**src/booth_config.svh**
```systemverilog
// build-time sizing only; STEPS must equal WIDTH and STEPS_PER_STAGE must divide STEPS
`ifndef BOOTH_CONFIG_SVH
`define BOOTH_CONFIG_SVH

`define BOOTH_WIDTH 8            // operand width, 8 is the only supported value
`define BOOTH_STEPS 8            // one radix-2 step per multiplier bit
`define BOOTH_STEPS_PER_STAGE 2  // legal values 1, 2, 4, 8

`define MAC_ACC_WIDTH 24         // running sum wraps in two's complement

`endif

```
**src/booth_pkg.sv**
```systemverilog
// shared datapath types; field widths follow booth_config.svh and assume signed 8-bit operands
`default_nettype none

`include "booth_config.svh"

package booth_pkg;

	// partial product state handed from one Booth step to the next
	typedef struct packed {
		logic [`BOOTH_WIDTH-1:0] acc;          // upper half
		logic [`BOOTH_WIDTH-1:0] q;            // lower half, starts as the sample
		logic                    q_m1;         // last bit shifted out of q
		logic [`BOOTH_WIDTH-1:0] multiplicand; // coefficient captured at entry
	} booth_state_t;

	// register block settings that steer the datapath
	typedef struct packed {
		logic signed [`BOOTH_WIDTH-1:0] coeff;
		logic                           acc_en;
	} mac_cfg_t;

	// pipeline result, valid is a one-cycle pulse
	typedef struct packed {
		logic                             valid;
		logic signed [2*`BOOTH_WIDTH-1:0] value;
	} product_t;

endpackage

`default_nettype wire

```
**src/booth_addsub.sv**
```systemverilog
// combinational 8-bit add or subtract, carry out is dropped so results wrap
`timescale 1ns/1ps
`default_nettype none

`include "booth_config.svh"

module booth_addsub (
	input  logic                    sub,
	input  logic [`BOOTH_WIDTH-1:0] a,
	input  logic [`BOOTH_WIDTH-1:0] b,
	output logic [`BOOTH_WIDTH-1:0] result
);

	localparam int W = `BOOTH_WIDTH;

	logic [W-1:0] b_eff; // b or its ones complement

	// sub doubles as the inverter control and the carry-in
	assign b_eff = b ^ {W{sub}};

	always_comb begin
		logic carry;
		carry = sub; // +1 completes the twos complement on subtract
		for (int i = 0; i < W; i++) begin
			result[i] = a[i] ^ b_eff[i] ^ carry;
			carry     = (a[i] & b_eff[i]) | (b_eff[i] & carry) | (carry & a[i]);
		end
	end

endmodule

`default_nettype wire

```
**src/booth_step.sv**
```systemverilog
// one combinational radix-2 Booth step; expects a signed multiplicand and an acc/q pair
`timescale 1ns/1ps
`default_nettype none

`include "booth_config.svh"

module booth_step (
	input  booth_pkg::booth_state_t state_in,
	output booth_pkg::booth_state_t state_out
);

	localparam int W = `BOOTH_WIDTH;

	logic [W-1:0] addsub_res;
	logic [W-1:0] acc_sel;  // acc before the shift
	logic         acc_sign; // sign of acc_sel taken one bit wider
	logic         b_top;    // multiplicand sign as the adder sees it

	// pair 10 subtracts, 01 adds, so q[0] alone picks the operation
	booth_addsub u_addsub (
		.sub   (state_in.q[0]),
		.a     (state_in.acc),
		.b     (state_in.multiplicand),
		.result(addsub_res)
	);

	always_comb begin
		b_top = state_in.multiplicand[W-1] ^ state_in.q[0];

		if (state_in.q[0] != state_in.q_m1) begin
			acc_sel = addsub_res;
			// operands of equal sign keep it even when the byte overflows
			if (state_in.acc[W-1] == b_top)
				acc_sign = state_in.acc[W-1];
			else
				acc_sign = addsub_res[W-1];
		end else begin
			acc_sel  = state_in.acc; // 00 or 11, nothing to add
			acc_sign = state_in.acc[W-1];
		end

		// arithmetic shift of the acc/q pair
		state_out.acc          = {acc_sign, acc_sel[W-1:1]};
		state_out.q            = {acc_sel[0], state_in.q[W-1:1]};
		state_out.q_m1         = state_in.q[0];
		state_out.multiplicand = state_in.multiplicand; // rides along unchanged
	end

endmodule

`default_nettype wire

```
**src/booth_pipeline.sv**
```systemverilog
// fixed latency of STEPS/STEPS_PER_STAGE edges, accepts one sample per cycle, no stall
`timescale 1ns/1ps
`default_nettype none

`include "booth_config.svh"

module booth_pipeline (
	input  logic                           clk,
	input  logic                           rst_n,
	input  logic                           in_valid,
	input  logic signed [`BOOTH_WIDTH-1:0] in_sample,
	input  logic signed [`BOOTH_WIDTH-1:0] in_coeff,
	output booth_pkg::product_t            out
);

	import booth_pkg::*;

	localparam int SPS    = `BOOTH_STEPS_PER_STAGE;
	localparam int STAGES = `BOOTH_STEPS / `BOOTH_STEPS_PER_STAGE;

	booth_state_t      init_state;
	booth_state_t      step_in     [`BOOTH_STEPS];
	booth_state_t      step_out    [`BOOTH_STEPS];
	booth_state_t      stage_state [STAGES];
	logic [STAGES-1:0] stage_valid;

	// coefficient is captured here and travels with its sample
	always_comb begin
		init_state.acc          = '0;
		init_state.q            = in_sample;
		init_state.q_m1         = 1'b0;
		init_state.multiplicand = in_coeff;
	end

	for (genvar i = 0; i < `BOOTH_STEPS; i++) begin : g_step
		if (i == 0) begin : g_first
			assign step_in[i] = init_state;
		end else if (i % SPS == 0) begin : g_from_reg
			assign step_in[i] = stage_state[i/SPS - 1]; // start of a new stage
		end else begin : g_from_step
			assign step_in[i] = step_out[i-1];
		end

		booth_step u_step (
			.state_in (step_in[i]),
			.state_out(step_out[i])
		);
	end

	// stage registers sit after every SPS steps
	for (genvar k = 0; k < STAGES; k++) begin : g_stage
		always_ff @(posedge clk) begin
			stage_state[k] <= step_out[(k+1)*SPS - 1];
		end
	end

	always_ff @(posedge clk) begin
		if (!rst_n) begin
			stage_valid <= '0;
		end else begin
			stage_valid[0] <= in_valid;
			for (int k = 1; k < STAGES; k++)
				stage_valid[k] <= stage_valid[k-1];
		end
	end

	// acc holds the upper byte, q the lower byte
	always_comb begin
		out.valid = stage_valid[STAGES-1];
		out.value = {stage_state[STAGES-1].acc, stage_state[STAGES-1].q};
	end

endmodule

`default_nettype wire

```
**src/mac_regs.sv**
```systemverilog
// addr 0 coeff, addr 1 ctrl bit 0 acc_en, addr 2 write-only clear; readback is combinational
`timescale 1ns/1ps
`default_nettype none

`include "booth_config.svh"

module mac_regs (
	input  logic                    clk,
	input  logic                    rst_n,
	input  logic                    cfg_we,
	input  logic [1:0]              cfg_addr,
	input  logic [`BOOTH_WIDTH-1:0] cfg_wdata,
	output logic [`BOOTH_WIDTH-1:0] cfg_rdata,
	output booth_pkg::mac_cfg_t     cfg,
	output logic                    clear
);

	localparam logic [1:0] ADDR_COEFF = 2'd0;
	localparam logic [1:0] ADDR_CTRL  = 2'd1;
	localparam logic [1:0] ADDR_CLEAR = 2'd2;

	logic wr_coeff;
	logic wr_ctrl;

	assign wr_coeff = cfg_we && (cfg_addr == ADDR_COEFF);
	assign wr_ctrl  = cfg_we && (cfg_addr == ADDR_CTRL);

	// strobe lasts for the write cycle, acted on at the next edge
	assign clear = cfg_we && (cfg_addr == ADDR_CLEAR);

	always_ff @(posedge clk) begin
		if (!rst_n) begin
			cfg.coeff  <= '0;
			cfg.acc_en <= 1'b0;
		end else begin
			if (wr_coeff)
				cfg.coeff <= cfg_wdata;
			if (wr_ctrl)
				cfg.acc_en <= cfg_wdata[0]; // upper ctrl bits not stored
		end
	end

	always_comb begin
		case (cfg_addr)
			ADDR_COEFF: cfg_rdata = cfg.coeff;
			ADDR_CTRL:  cfg_rdata = {{(`BOOTH_WIDTH-1){1'b0}}, cfg.acc_en};
			default:    cfg_rdata = '0; // clear and spare addr read zero
		endcase
	end

endmodule

`default_nettype wire

```
**src/mac_accumulator.sv**
```systemverilog
// 24-bit wrapping sum, no saturation; clear with an enabled product loads that product
`timescale 1ns/1ps
`default_nettype none

`include "booth_config.svh"

module mac_accumulator (
	input  logic                             clk,
	input  logic                             rst_n,
	input  booth_pkg::product_t              prod,
	input  logic                             acc_en,
	input  logic                             clear,
	output logic signed [`MAC_ACC_WIDTH-1:0] sum,
	output logic                             sum_valid
);

	localparam int PW = 2 * `BOOTH_WIDTH;
	localparam int AW = `MAC_ACC_WIDTH;

	logic                 add_now;
	logic signed [AW-1:0] prod_ext;

	assign add_now  = prod.valid && acc_en;
	assign prod_ext = {{(AW-PW){prod.value[PW-1]}}, prod.value}; // sign extend

	always_ff @(posedge clk) begin
		if (!rst_n) begin
			sum       <= '0;
			sum_valid <= 1'b0;
		end else begin
			sum_valid <= add_now;

			// clear wins over the old sum but keeps a product arriving with it
			if (clear)
				sum <= add_now ? prod_ext : '0;
			else if (add_now)
				sum <= sum + prod_ext;
		end
	end

endmodule

`default_nettype wire

```
**src/booth_mac_top.sv**
```systemverilog
// outputs are single-cycle pulses with no back-pressure; product latency set in the config header
`timescale 1ns/1ps
`default_nettype none

`include "booth_config.svh"

module booth_mac_top (
	input  logic                               clk,
	input  logic                               rst_n,
	input  logic                               cfg_we,
	input  logic [1:0]                         cfg_addr,
	input  logic [`BOOTH_WIDTH-1:0]            cfg_wdata,
	output logic [`BOOTH_WIDTH-1:0]            cfg_rdata,
	input  logic                               sample_valid,
	input  logic signed [`BOOTH_WIDTH-1:0]     sample_data,
	output logic                               product_valid,
	output logic signed [2*`BOOTH_WIDTH-1:0]   product,
	output logic                               sum_valid,
	output logic signed [`MAC_ACC_WIDTH-1:0]   sum
);

	import booth_pkg::*;

	mac_cfg_t cfg;
	logic     clear;
	product_t prod;

	mac_regs u_regs (
		.clk      (clk),
		.rst_n    (rst_n),
		.cfg_we   (cfg_we),
		.cfg_addr (cfg_addr),
		.cfg_wdata(cfg_wdata),
		.cfg_rdata(cfg_rdata),
		.cfg      (cfg),
		.clear    (clear)
	);

	booth_pipeline u_pipe (
		.clk      (clk),
		.rst_n    (rst_n),
		.in_valid (sample_valid),
		.in_sample(sample_data),
		.in_coeff (cfg.coeff),
		.out      (prod)
	);

	mac_accumulator u_acc (
		.clk      (clk),
		.rst_n    (rst_n),
		.prod     (prod),
		.acc_en   (cfg.acc_en),
		.clear    (clear),
		.sum      (sum),
		.sum_valid(sum_valid)
	);

	assign product_valid = prod.valid;
	assign product       = prod.value;

endmodule

`default_nettype wire

```
**config.mk**
```make
export PLATFORM = sky130hd
export DESIGN_NAME = booth_mac_top
export DESIGN_NICKNAME = d
export VERILOG_FILES = /design/src/booth_pkg.sv /design/src/booth_addsub.sv /design/src/booth_step.sv /design/src/booth_pipeline.sv /design/src/mac_regs.sv /design/src/mac_accumulator.sv /design/src/booth_mac_top.sv
export VERILOG_INCLUDE_DIRS = /design/src /design/src/src
export SDC_FILE = /design/constraint.sdc
export NUM_CORES = 1
export LEC_CHECK = 0
export BUFFER_PORTS_ARGS = -buffer_cell sky130_fd_sc_hd__buf_2
export CORE_AREA = 2 2 155 157
export CTS_CLUSTER_DIAMETER = 120
export DETAILED_ROUTE_END_ITERATION = 8
export DIE_AREA = 0 0 157 159
export REMOVE_ABC_BUFFERS = 1
export SYNTH_ARGS = -nofsm -noshare
export SYNTH_HDL_FRONTEND = slang
export SYNTH_HIERARCHICAL = 1
export SYNTH_SLANG_ARGS = --single-unit
```
**constraint.sdc**
```tcl
create_clock -name clk -period 5.27 [get_ports clk]
set_clock_uncertainty 0.15 [all_clocks]
set_input_delay 0 -clock clk [delete_from_list [all_inputs] [get_ports clk]]
set_output_delay 0 -clock clk [all_outputs]
set_load 0.02 [all_outputs]
```
* Word-level counts from Yosys, hierarchy flattened
Memories as Yosys holds them, arrays and structs flattened.
Index checks and enable logic that the tools add are counted.
** Cells by class
- Add/sub/neg operators :: 1
- Multiply operators :: 0
- Div/mod/pow operators :: 0
- $lt $le $gt $ge :: 0
- Equality and inequality tests :: 16
- Shift-type cells :: 0
- Multiplexer cells :: 28
- Bitwise gates (word level) :: 388
- Reductions and logical operators :: 6
** Operators by type and width (count)
- AND 1 bit :: 154
- XOR 1 bit :: 128
- bitwise OR 1 bit :: 98
- 2-to-1 mux 24 bit :: 3
- 2-to-1 mux 8 bit :: 8
- XOR 8 bit :: 8
- adder 24 x 16 -> 24 bit :: 1
- 2-to-1 mux 1 bit :: 16
- one-hot mux 8 bit (2 select lines) :: 1
- equality test 1 bit :: 7
- inequality test 1 bit :: 7
- logical AND 1 bit :: 4
- equality test 2 x 1 -> 1 bit (second input constant) :: 1
- equality test 2 bit (second input constant) :: 1
- zero test 2 bit :: 1
- nonzero test 2 bit :: 1
** Storage, ports and cells
- Register bits after elaboration :: 38
- Bits in latches :: 0
- Memory bits (writable) :: 100
- Memory bits (read-only) :: 0
- Bits of input ports :: 22
- Output and inout port bits :: 50
- Word-level logic and storage cells :: 445
- Memories kept :: 1
** Memory list
- u_pipe.stage_state :: depth 4, bits a word 25, read ports 4, clocked after Yosys merged registers in 0, write ports 4, line booth_pipeline.sv:24 : booth_state_t stage_state [STAGES];

* Logic depth before layout (Yosys ltp)
Gate-level depths: netlist of the first run.
An unclocked memory read counts as a cell.
- Depth after elaboration :: 49
- Mapped depth :: 21
- Depth with buffers taken out :: 18

* By module
The synthesis of the first run kept the hierarchy.
** By module, submodules not included
- booth_step :: instances 8, cells an instance 34, area an instance 300.3 µm², seq. area each 0.0 µm²
- booth_addsub :: instances 8, cells an instance 29, area an instance 279.0 µm², seq. area each 0.0 µm²
- mac_accumulator :: instances 1, cells an instance 297, area an instance 2193.4 µm², seq. area each 500.5 µm²
- booth_pipeline :: instances 1, cells an instance 101, area an instance 1938.1 µm², seq. area each 1901.8 µm²
- mac_regs :: instances 1, cells an instance 51, area an instance 449.2 µm², seq. area each 180.2 µm²

* Least setup slack after synthesis of the first run
OpenSTA, ideal clock, no wires.
- Kind :: reg-to-reg
- From :: memory u_pipe/stage_state[0][9] (netlist name)
- To :: memory u_pipe/stage_state[1][24] (netlist name)
- Library setup time :: 0.056 ns
- Arrival :: 5.022 ns
- Required time :: 5.064 ns
- Slack :: 0.043 ns
- Cell stages (with the launch flop) :: 21
- Path buffers :: 2
- Clock period less this slack :: 5.227 ns
- Path through :: dfxtp_1 > buf_6 > xor2_1 > fa_1 > inv_1 > fa_1 > fa_1 > inv_1 > mux2_2 > inv_1 > fa_1 > fa_1 > fa_1 > fa_1 > fa_1 > xnor2_1 > xnor2_1 > nor3b_1 > a21o_2 > a221oi_1 > buf_4
** RTL lines (line)
- start, declared :: booth_pipeline.sv:24

==> flow_metrics.py, run 1 <==
metrics = {
    "outcome": {
        "status": "finished clean",
    },
    "grt": {
        "antenna_found_initial": 0,
        "grt_usage_pct": 14.1,
        "first_global_vias": 5800,
        "grt_pass1_wl_um": 28300,
        "grt-ovfl-total": 0,
        "grt_max_degree": 36,
    },
    "worst_setup_path": {
        "start_kind": "flip-flop",
        "setup.worst_path.end_class": "flip-flop",
        "crit_arrival_ps": 5200,
        "cp.required_ps": 5430,
        "cp_max_fo": 4,
        "path_class": "flip-flop to flip-flop",
    },
    "floorplan": {
        "coreArea_sq_mm": 0.0232,
        "start_util_pct": 39.4,
        "io_pins": 72,
        "die_h_um": 159,
        "rows": 56,
        "dieArea_sq_mm": 0.0250,
        "die_w_um": 157,
    },
    "routing": {
        "drc": 0,
        "wl_um": 16600,
        "via_per_inst": 4.58,
        "drtIter0Drc": 237,
        "via_count": 5921,
        "antenna_left": 0,
        "wire_per_inst_um": 12.8,
        "drt_pass1_iterations": 5,
    },
    "flow_run": {
        "cap_violations": 0,
    },
    "layout": {
        "drive_gt1_share_pct": 26.8,
        "register_area_sq_mm": 0.00259,
        "area_growth_pct": 10.1,
        "antenna_cells": 0,
        "fillers": 2242,
        "multi_input_area_sq_mm": 0.00528,
        "final_nets": 1055,
    },
    "sta": {
        "max_slew_margin_pct": 41.4,
        "whs_ps": 68.8,
        "drv_slew": 0,
        "setup_viol": 0,
        "setup-tns-final_ps": 0,
        "fin_crit_ps": 5040,
        "hold_viol": 0,
        "min_period_over_period_pct": 95.6,
        "rsz0062_at_grt": "false",
        "max_freq_ghz": 0.198,
        "worst_pin_slew_ps": 875,
    },
    "min_path": {
        "worst_hold_path_type": "input pin to flip-flop",
    },
    "yosys": {
        "ys.warnings.count": 6,
        "synth_area_sq_mm": 0.00915,
        "syn_inst": 944,
        "avgSynthCellArea_sq_um": 9.69,
    },
    "pwr": {
        "p_leak_uw": 0.00445,
        "max-vdd-ir-drop_mv": 0.212,
        "p_per_area_mw_per_mm2": 452,
    },
    "placement": {
        "dp_hpwl_um": 12200,
        "numPortBuffers": 71,
        "place.gp.congestion": 0.851,
    },
    "cts": {
        "insertion_delay_ps": 420,
        "clk_path_buf_depth": 2,
        "numCtsBuffers": 17,
        "cts_tree": "built",
        "clock_sinks": 129,
        "clk_pin_slew_ps": 60,
        "cts_root_buf": "clkbuf_16",
        "cts.htree.levels": 4,
    },
}
-- routing by layer --
| layer | track usage [%] | up-vias | share of wire [%] |
|---|---|---|---|
| met5 | 0 | - | 0 |
| met2 | 22.9 | 78 | 47 |
| met3 | 3.24 | 16 | 3.3 |
| met1 | 18.4 | 2842 | 48 |
| li1 | - | 2985 | - |
| met4 | 4.59 | 0 | 1.5 |
-- cells in the final DEF, fill, tap and decap left out, types with 4 or more instances in the layout --
| cell | n |
|---|---|
| fa_1 | 40 |
| a221oi_2 | 6 |
| buf_2 | 71 |
| and3b_2 | 9 |
| a21oi_1 | 38 |
| dfxtp_2 | 4 |
| inv_6 | 5 |
| clkbuf_16 | 17 |
| a21o_1 | 15 |
| fa_2 | 9 |
| xnor2_2 | 15 |
| inv_8 | 4 |
| ha_1 | 23 |
| nor2_1 | 35 |
| buf_4 | 19 |
| and3_1 | 4 |
| mux2i_1 | 12 |
| a221oi_1 | 6 |
| clkinv_4 | 5 |
| dfxtp_1 | 125 |
| a31oi_1 | 13 |
| and2_1 | 12 |
| nand2_1 | 51 |
| o21a_1 | 9 |
| mux2_2 | 72 |
| nor3_1 | 4 |
| a21o_2 | 8 |
| o21ai_0 | 34 |
| nor3b_1 | 8 |
| dlygate4sd3_1 | 37 |
| conb_1 | 24 |
| xnor2_4 | 8 |
| xnor2_1 | 58 |
| nand3_1 | 7 |
| inv_1 | 100 |
| xor2_1 | 19 |
| nor2b_1 | 11 |
-- worst paths after layout --
kind | startpoint | to | slack, ps | cells past startpoint
worst min register to register | u_pipe/stage_state[1][14]$_DFF_P_ | u_pipe/stage_state[2][12]$_DFF_P_ | 180 | 0
worst max-delay path | u_pipe/stage_state[0][0]$_DFF_P_ | u_pipe/stage_state[1][24]$_DFF_P_ | 230 | 18
worst max register to register | u_pipe/stage_state[0][0]$_DFF_P_ | u_pipe/stage_state[1][24]$_DFF_P_ | 230 | 18
worst min-delay path | sample_data[6] | u_pipe/stage_state[0][13]$_DFF_P_ | 70 | 2
-- flip-flops by register name, indices dropped and copies added, names as in the netlist --
register	cells
u_pipe/stage_valid	4
u_acc/sum_valid	1
u_acc/sum	24
u_pipe/stage_state	91
u_regs/cfg	9
-- worst max-delay path: stages (launching register included) --
cell and delay [ps]:
dfxtp_2 340, mux2_2 340, fa_1 350, inv_1 70, fa_1 170, fa_1 400, inv_1 60, mux2_2 150
inv_1 50, fa_1 430, fa_1 390, fa_1 390, fa_2 350, fa_2 340, xnor2_1 140, xnor2_1 250
o21ai_0 110, and3b_2 210, a221oi_1 240
-- report_power, final --
group / switching, uW / internal (uW) / total, uW / leakage [uW]
clock network: 505 / 624 / 1130 / 0.000277
registers: 159 / 1190 / 1350 / 0.00107
logic: 1040 / 1040 / 2080 / 0.00310
total: 1710 / 2850 / 4560 / 0.00445
-- cell type report --
class | count | area share (%)
inverter | 101 | 3.76
sequential | 129 | 25.7
tap | 319 | 3.96
clock buffer | 17 | 4.22
multi-input combinational | 585 | 52.4
timing repair buffer | 127 | 8.62
clock inverter | 15 | 1.39
-- stage by stage --
stage / total power [uW] / instance area (sq um) / worst slack, ps / util, % / std cells
global placement: 3260 / 9000 / 75.8 / 38.8 / 1223
CTS: 4490 / 9940 / 16.5 / 42.8 / 1292
detailed placement: 3310 / 9000 / 39.7 / 38.8 / 1223
global route: 4970 / 10100 / 4.38 / 43.4 / 1293
finish: 4560 / 10100 / 231 / 43.4 / 1293
floorplan: 2870 / 8110 / -132 / - / 815
-- repair_timing --
action | 4_1_cts | 5_1_grt
hold endpoints to repair | 23 | 0
gates resized for setup | 0 | 29
hold buffers | 37 | 0
pin swaps | 1 | 7
setup endpoints to repair | 1 | 4
buffers inserted | 0 | 1
No activity file was read; power rests on OpenSTA's default activity.
==> run 2: changes to the inputs <==
==> constraint.sdc (replaced) <==
create_clock -name clk -period 5.27 [get_ports clk]
set_clock_uncertainty 0.15 [all_clocks]
set_input_delay 1.054 -clock clk [delete_from_list [all_inputs] [get_ports clk]]
set_output_delay 1.054 -clock clk [all_outputs]
set_load 0.02 [all_outputs]
==> flow_metrics.py, run 2 (synthesized netlist as in run 1, its figures left out) <==
metrics = {
    "sta": {
        "rsz0062_at_grt": "true",
        "drv_slew": 0,
        "hold_viol": 0,
        "setup_viol": 0,
        "min_period_over_period_pct": 97.0,
        "fin_crit_ps": 5110,
        "max_slew_margin_pct": 37.1,
        "whs_ps": 173,
        "max_freq_ghz": 0.196,
        "worst_pin_slew_ps": 940,
    },
    "pwr": {
        "comb_power_share_pct": 45.4,
        "seqPwrFrac_pct": 28.4,
        "p_per_area_mw_per_mm2": 476,
        "p_leak_uw": 0.00439,
        "max-vdd-ir-drop_mv": 0.211,
        "switchingPower_uw": 1680,
        "power.internal_uw": 3060,
        "pwr-share-clk_pct": 26.2,
        "swShare_pct": 35.5,
    },
    "routing": {
        "via_count": 5819,
        "drt_pass1_iterations": 4,
        "via_per_inst": 4.59,
        "antenna_left": 0,
        "wl_um": 16300,
        "drc": 0,
        "wire_per_inst_um": 12.8,
        "drtIter0Drc": 227,
    },
    "cts": {
        "insertion_delay_ps": 420,
        "clk_pin_slew_ps": 60,
        "clock_sinks": 129,
        "cts.htree.levels": 4,
        "numCtsBuffers": 17,
        "cts_tree": "built",
        "hold_buffers": 0,
        "clk_path_buf_depth": 2,
        "cts_root_buf": "clkbuf_16",
    },
    "worst_setup_path": {
        "start_kind": "input pin",
        "r2r_slack_ps": 170,
        "cpMostUsedCell": "fa_2",
        "crit_slowest_cell": "fa_2",
        "cp_max_fo": 4,
        "slowest_delay_ps": 420,
        "path_class": "input pin to flip-flop",
        "setup.worst_path.end_class": "flip-flop",
        "cp.required_ps": 5460,
        "crit_chain": "buf_8, mux2_4, fa_2, inv_2, fa_2, fa_2, inv_2, mux2_4, inv_2, fa_2, fa_2, fa_2, fa_2, fa_2, xnor2_2, xnor2_2, nor3b_2, a21o_2, a221oi_2",
        "crit_arrival_ps": 5310,
    },
    "placement": {
        "dp_cells": 1236,
        "place.gp.congestion": 0.859,
        "dp_hpwl_um": 12200,
        "numPortBuffers": 71,
    },
    "floorplan": {
        "io_pins": 72,
        "rows": 56,
        "die_h_um": 159,
        "coreArea_sq_mm": 0.0232,
        "die_w_um": 157,
        "dieArea_sq_mm": 0.0250,
        "start_util_pct": 39.4,
    },
    "layout": {
        "final_common_cell": "dfxtp_1",
        "largest_register_ffs": 91,
        "antenna_cells": 0,
        "final_nets": 1031,
        "reg.largest.list": "u_pipe/stage_state x91, u_acc/sum x24, u_regs/cfg x9",
        "final_cells": 1269,
        "area_growth_pct": 8.95,
        "drive_gt1_share_pct": 31.1,
        "final_cell_mix": "dfxtp_1, inv_1, buf_2, mux2_2, xnor2_1",
        "top_register": "u_pipe/stage_state",
    },
    "grt": {
        "grt_pass1_wl_um": 27700,
        "first_global_vias": 5724,
        "antenna_found_initial": 0,
        "grt-ovfl-total": 0,
        "grt_max_degree": 36,
        "grt_usage_pct": 13.7,
    },
    "outcome": {
        "status": "finished clean",
    },
    "flow_run": {
        "cap_violations": 0,
    },
    "min_path": {
        "worst_hold_path_type": "flip-flop to flip-flop",
    },
}
[run 2: cell types whose count changed in the layout (fill, tap and decap cells not counted), moves of 11 or more]
cell	change
dlygate4sd3_1	-37
buf_4	+13
fa_1	-11
fa_2	+11
[run 2: per-layer routing]
metal	vias to the layer above	share of wire [%]	global-route usage, %
met3	12	4.1	3.76
met4	0	1.0	4.21
met5	-	0	0
met2	82	49	22.8
met1	2782	46	17.3
li1	2943	-	-
[run 2: power by group through the flow]
stage          combinational (uW)  clock (uW)  sequential, uW
2_1_floorplan                1470           0            1400
3_3_place_gp                 1960           0            1360
3_5_place_dp                 2010           0            1370
4_1_cts                      2050        1280            1350
5_1_grt                      2490        1330            1380
6_report                     2160        1240            1350
[run 2: metrics by stage]
step                      setup TNS [ps]  total power [uW]  cell area [sq um]  utilization [%]  setup WS [ps]
after floorplan                     -730              2870               8110                -           -299
after global placement             -1040              3320               9100             39.2           -562
after detailed placement           -1370              3370               9100             39.2           -627
after CTS                          -6.21              4680               9770             42.1          -6.21
after global routing                -185              5190               9970             43.0          -79.9
final                                  0              4750               9970             43.0            156
[run 2: layout make-up]
cell class | instances | area (sq um)
Multi-Input combinational cell | 585 | 5360
Inverter | 101 | 379
Tap cell | 319 | 399
Clock inverter | 13 | 174
Timing Repair Buffer | 103 | 606
Clock buffer | 19 | 453
Sequential cell | 129 | 2590
Fill cell | 2273 | 13200
[run 2: path summary, 6_finish.rpt]
path | startpoint | to | cells after the start
max reg2reg | u_pipe/stage_state[2][0]$_DFF_P_ | u_pipe/stage_state[3][24]$_DFF_P_ | 19
min reg2reg | u_pipe/stage_state[2][13]$_DFF_P_ | u_pipe/stage_state[3][11]$_DFF_P_ | 0
min | u_pipe/stage_state[2][13]$_DFF_P_ | u_pipe/stage_state[3][11]$_DFF_P_ | 0
max | sample_data[0] | u_pipe/stage_state[0][24]$_DFF_P_ | 19
[run 2: worst max-delay path: cells and delay by family]
| kind | cells | cell delay (ps) |
|---|---|---|
| buffers and inverters | 4 | 250 |
| XOR/XNOR | 2 | 410 |
| adder cells (fa/ha/maj) | 8 | 2700 |
| AO/OA/AOI/OAI | 2 | 390 |
| AND/OR/NAND/NOR | 1 | 80 |
| multiplexers | 2 | 410 |
[run 2: timing repair]
item / 4_1_cts / 5_1_grt
gates resized for setup: 15 / 45
setup buffers: 0 / 1
endpoints found under the setup margin: 4 / 4
pin swaps: 7 / 10
==> run 3: changes to the inputs <==
Clock period 5.27 ns to 5 ns, I/O delays scaled along.
==> flow_metrics.py, run 3 (synthesized netlist as in run 1, its figures left out) <==
metrics = {
    "outcome": {
        "status": "finished, violations left",
        "violations": "setup timing",
    },
    "min_path": {
        "worst_hold_path_type": "flip-flop to flip-flop",
    },
    "layout": {
        "largest_register_ffs": 91,
        "drive_gt1_share_pct": 33.2,
        "postLayoutCellArea_sq_mm": 0.0102,
        "reg.largest.list": "u_pipe/stage_state x91, u_acc/sum x24, u_regs/cfg x9",
        "area_growth_pct": 11.1,
        "final_common_cell": "dfxtp_1",
        "final_nets": 1046,
        "utilization_pct": 43.8,
        "antenna_cells": 0,
        "final_cell_mix": "dfxtp_1, inv_1, buf_2, mux2_2, xnor2_1",
        "top_register": "u_pipe/stage_state",
    },
    "sta": {
        "setup_ws_ps": -143,
        "drv_slew": 0,
        "worst_pin_slew_ps": 879,
        "setup_viol": 2,
        "max_slew_margin_pct": 41.1,
        "min_period_over_period_pct": 103,
        "hold_viol": 0,
        "max_freq_ghz": 0.194,
        "rsz0062_at_grt": "true",
        "fin_crit_ps": 5140,
    },
    "cts": {
        "hold_buffers": 0,
        "cts.htree.levels": 4,
        "clk_path_buf_depth": 2,
        "numCtsBuffers": 17,
        "cts_root_buf": "clkbuf_16",
        "insertion_delay_ps": 410,
        "clk_pin_slew_ps": 50,
        "cts_tree": "built",
        "clock_sinks": 129,
    },
    "floorplan": {
        "io_pins": 72,
        "die_h_um": 159,
        "die_w_um": 157,
        "dieArea_sq_mm": 0.0250,
        "rows": 56,
        "start_util_pct": 39.4,
        "coreArea_sq_mm": 0.0232,
    },
    "routing": {
        "wire_per_inst_um": 12.9,
        "wl_um": 16500,
        "antenna_left": 0,
        "drt_pass1_iterations": 5,
        "via_count": 5892,
        "drtIter0Drc": 230,
        "drc": 0,
        "via_per_inst": 4.59,
    },
    "placement": {
        "place.gp.congestion": 0.847,
        "dp_hpwl_um": 12400,
        "numPortBuffers": 71,
        "placedInstanceArea_sq_mm": 0.00920,
    },
    "grt": {
        "grt_pass1_wl_um": 28400,
        "antenna_found_initial": 0,
        "first_global_vias": 5862,
        "grt_usage_pct": 14.1,
        "grt_max_degree": 36,
        "grt-ovfl-total": 0,
    },
    "flow_run": {
        "cap_violations": 0,
    },
    "pwr": {
        "max-vdd-ir-drop_mv": 0.220,
        "p_per_area_mw_per_mm2": 512,
        "p_leak_uw": 0.00448,
    },
    "worst_setup_path": {
        "path_class": "input pin to flip-flop",
        "crit_arrival_ps": 5320,
        "start_kind": "input pin",
        "cp.required_ps": 5170,
        "setup.worst_path.end_class": "flip-flop",
        "cp_max_fo": 4,
    },
}
run 3: layout make-up:
cell class,instances,area [sq um]
Inverter,101,379
Fill cell,2230,13000
Sequential cell,129,2600
Tap cell,319,399
Clock buffer,23,508
Timing Repair Buffer,118,718
Multi-Input combinational cell,585,5410
Clock inverter,8,148
run 3: routing by layer:
metal	wire length (um)	share of wire, %	vias to the layer above	GRT usage (%)
met4	195	1.2	0	3.96
met3	561	3.4	15	3.59
met5	0	0	-	0
met2	8200	50	89	24.3
li1	-	-	2971	-
met1	7580	46	2817	17.4
run 3: final timing paths:
kind                                           from  slack, ps                           endpoint  cells after the start
hold reg to reg   u_pipe/stage_state[1][11]$_DFF_P_        170   u_pipe/stage_state[2][9]$_DFF_P_                      0
hold / removal    u_pipe/stage_state[1][11]$_DFF_P_        170   u_pipe/stage_state[2][9]$_DFF_P_                      0
setup reg to reg   u_pipe/stage_state[2][9]$_DFF_P_        -40  u_pipe/stage_state[3][24]$_DFF_P_                     19
setup / recovery                     sample_data[0]       -140  u_pipe/stage_state[0][24]$_DFF_P_                     19
run 3: through the flow:
stage	power [uW]	TNS [ps]	setup WS [ps]	cells	hold slack [ps]
6_report	5200	-180	-143	1283	174
5_1_grt	5670	-684	-274	1283	179
4_1_cts	5130	-269	-170	1281	175
3_5_place_dp	3640	-3010	-860	1249	162
3_3_place_gp	3560	-2480	-780	1249	160
2_1_floorplan	3020	-2400	-515	815	160
run 3: power breakdown:
group          internal, uW  switching (uW)  total, uW
Clock                   913             451       1360
Sequential             1250             164       1420
Combinational          1250            1170       2420
run 3: repair_timing:
action	CTS	global route
resized for setup	50	24
endpoints found under the setup margin	8	6
setup buffers	1	2
pin swaps	10	5
run 3: critical path, cell delays in order:
cell      delay [ps]
buf_8            110
mux2_4           270
fa_2             340
inv_2             60
fa_2             200
fa_2             420
inv_2             50
mux2_4           140
inv_2             40
fa_2             390
fa_2             390
fa_2             340
fa_2             340
fa_2             360
xnor2_2          160
xnor2_2          240
nor3b_2           80
a21o_2           190
a221oi_2         190
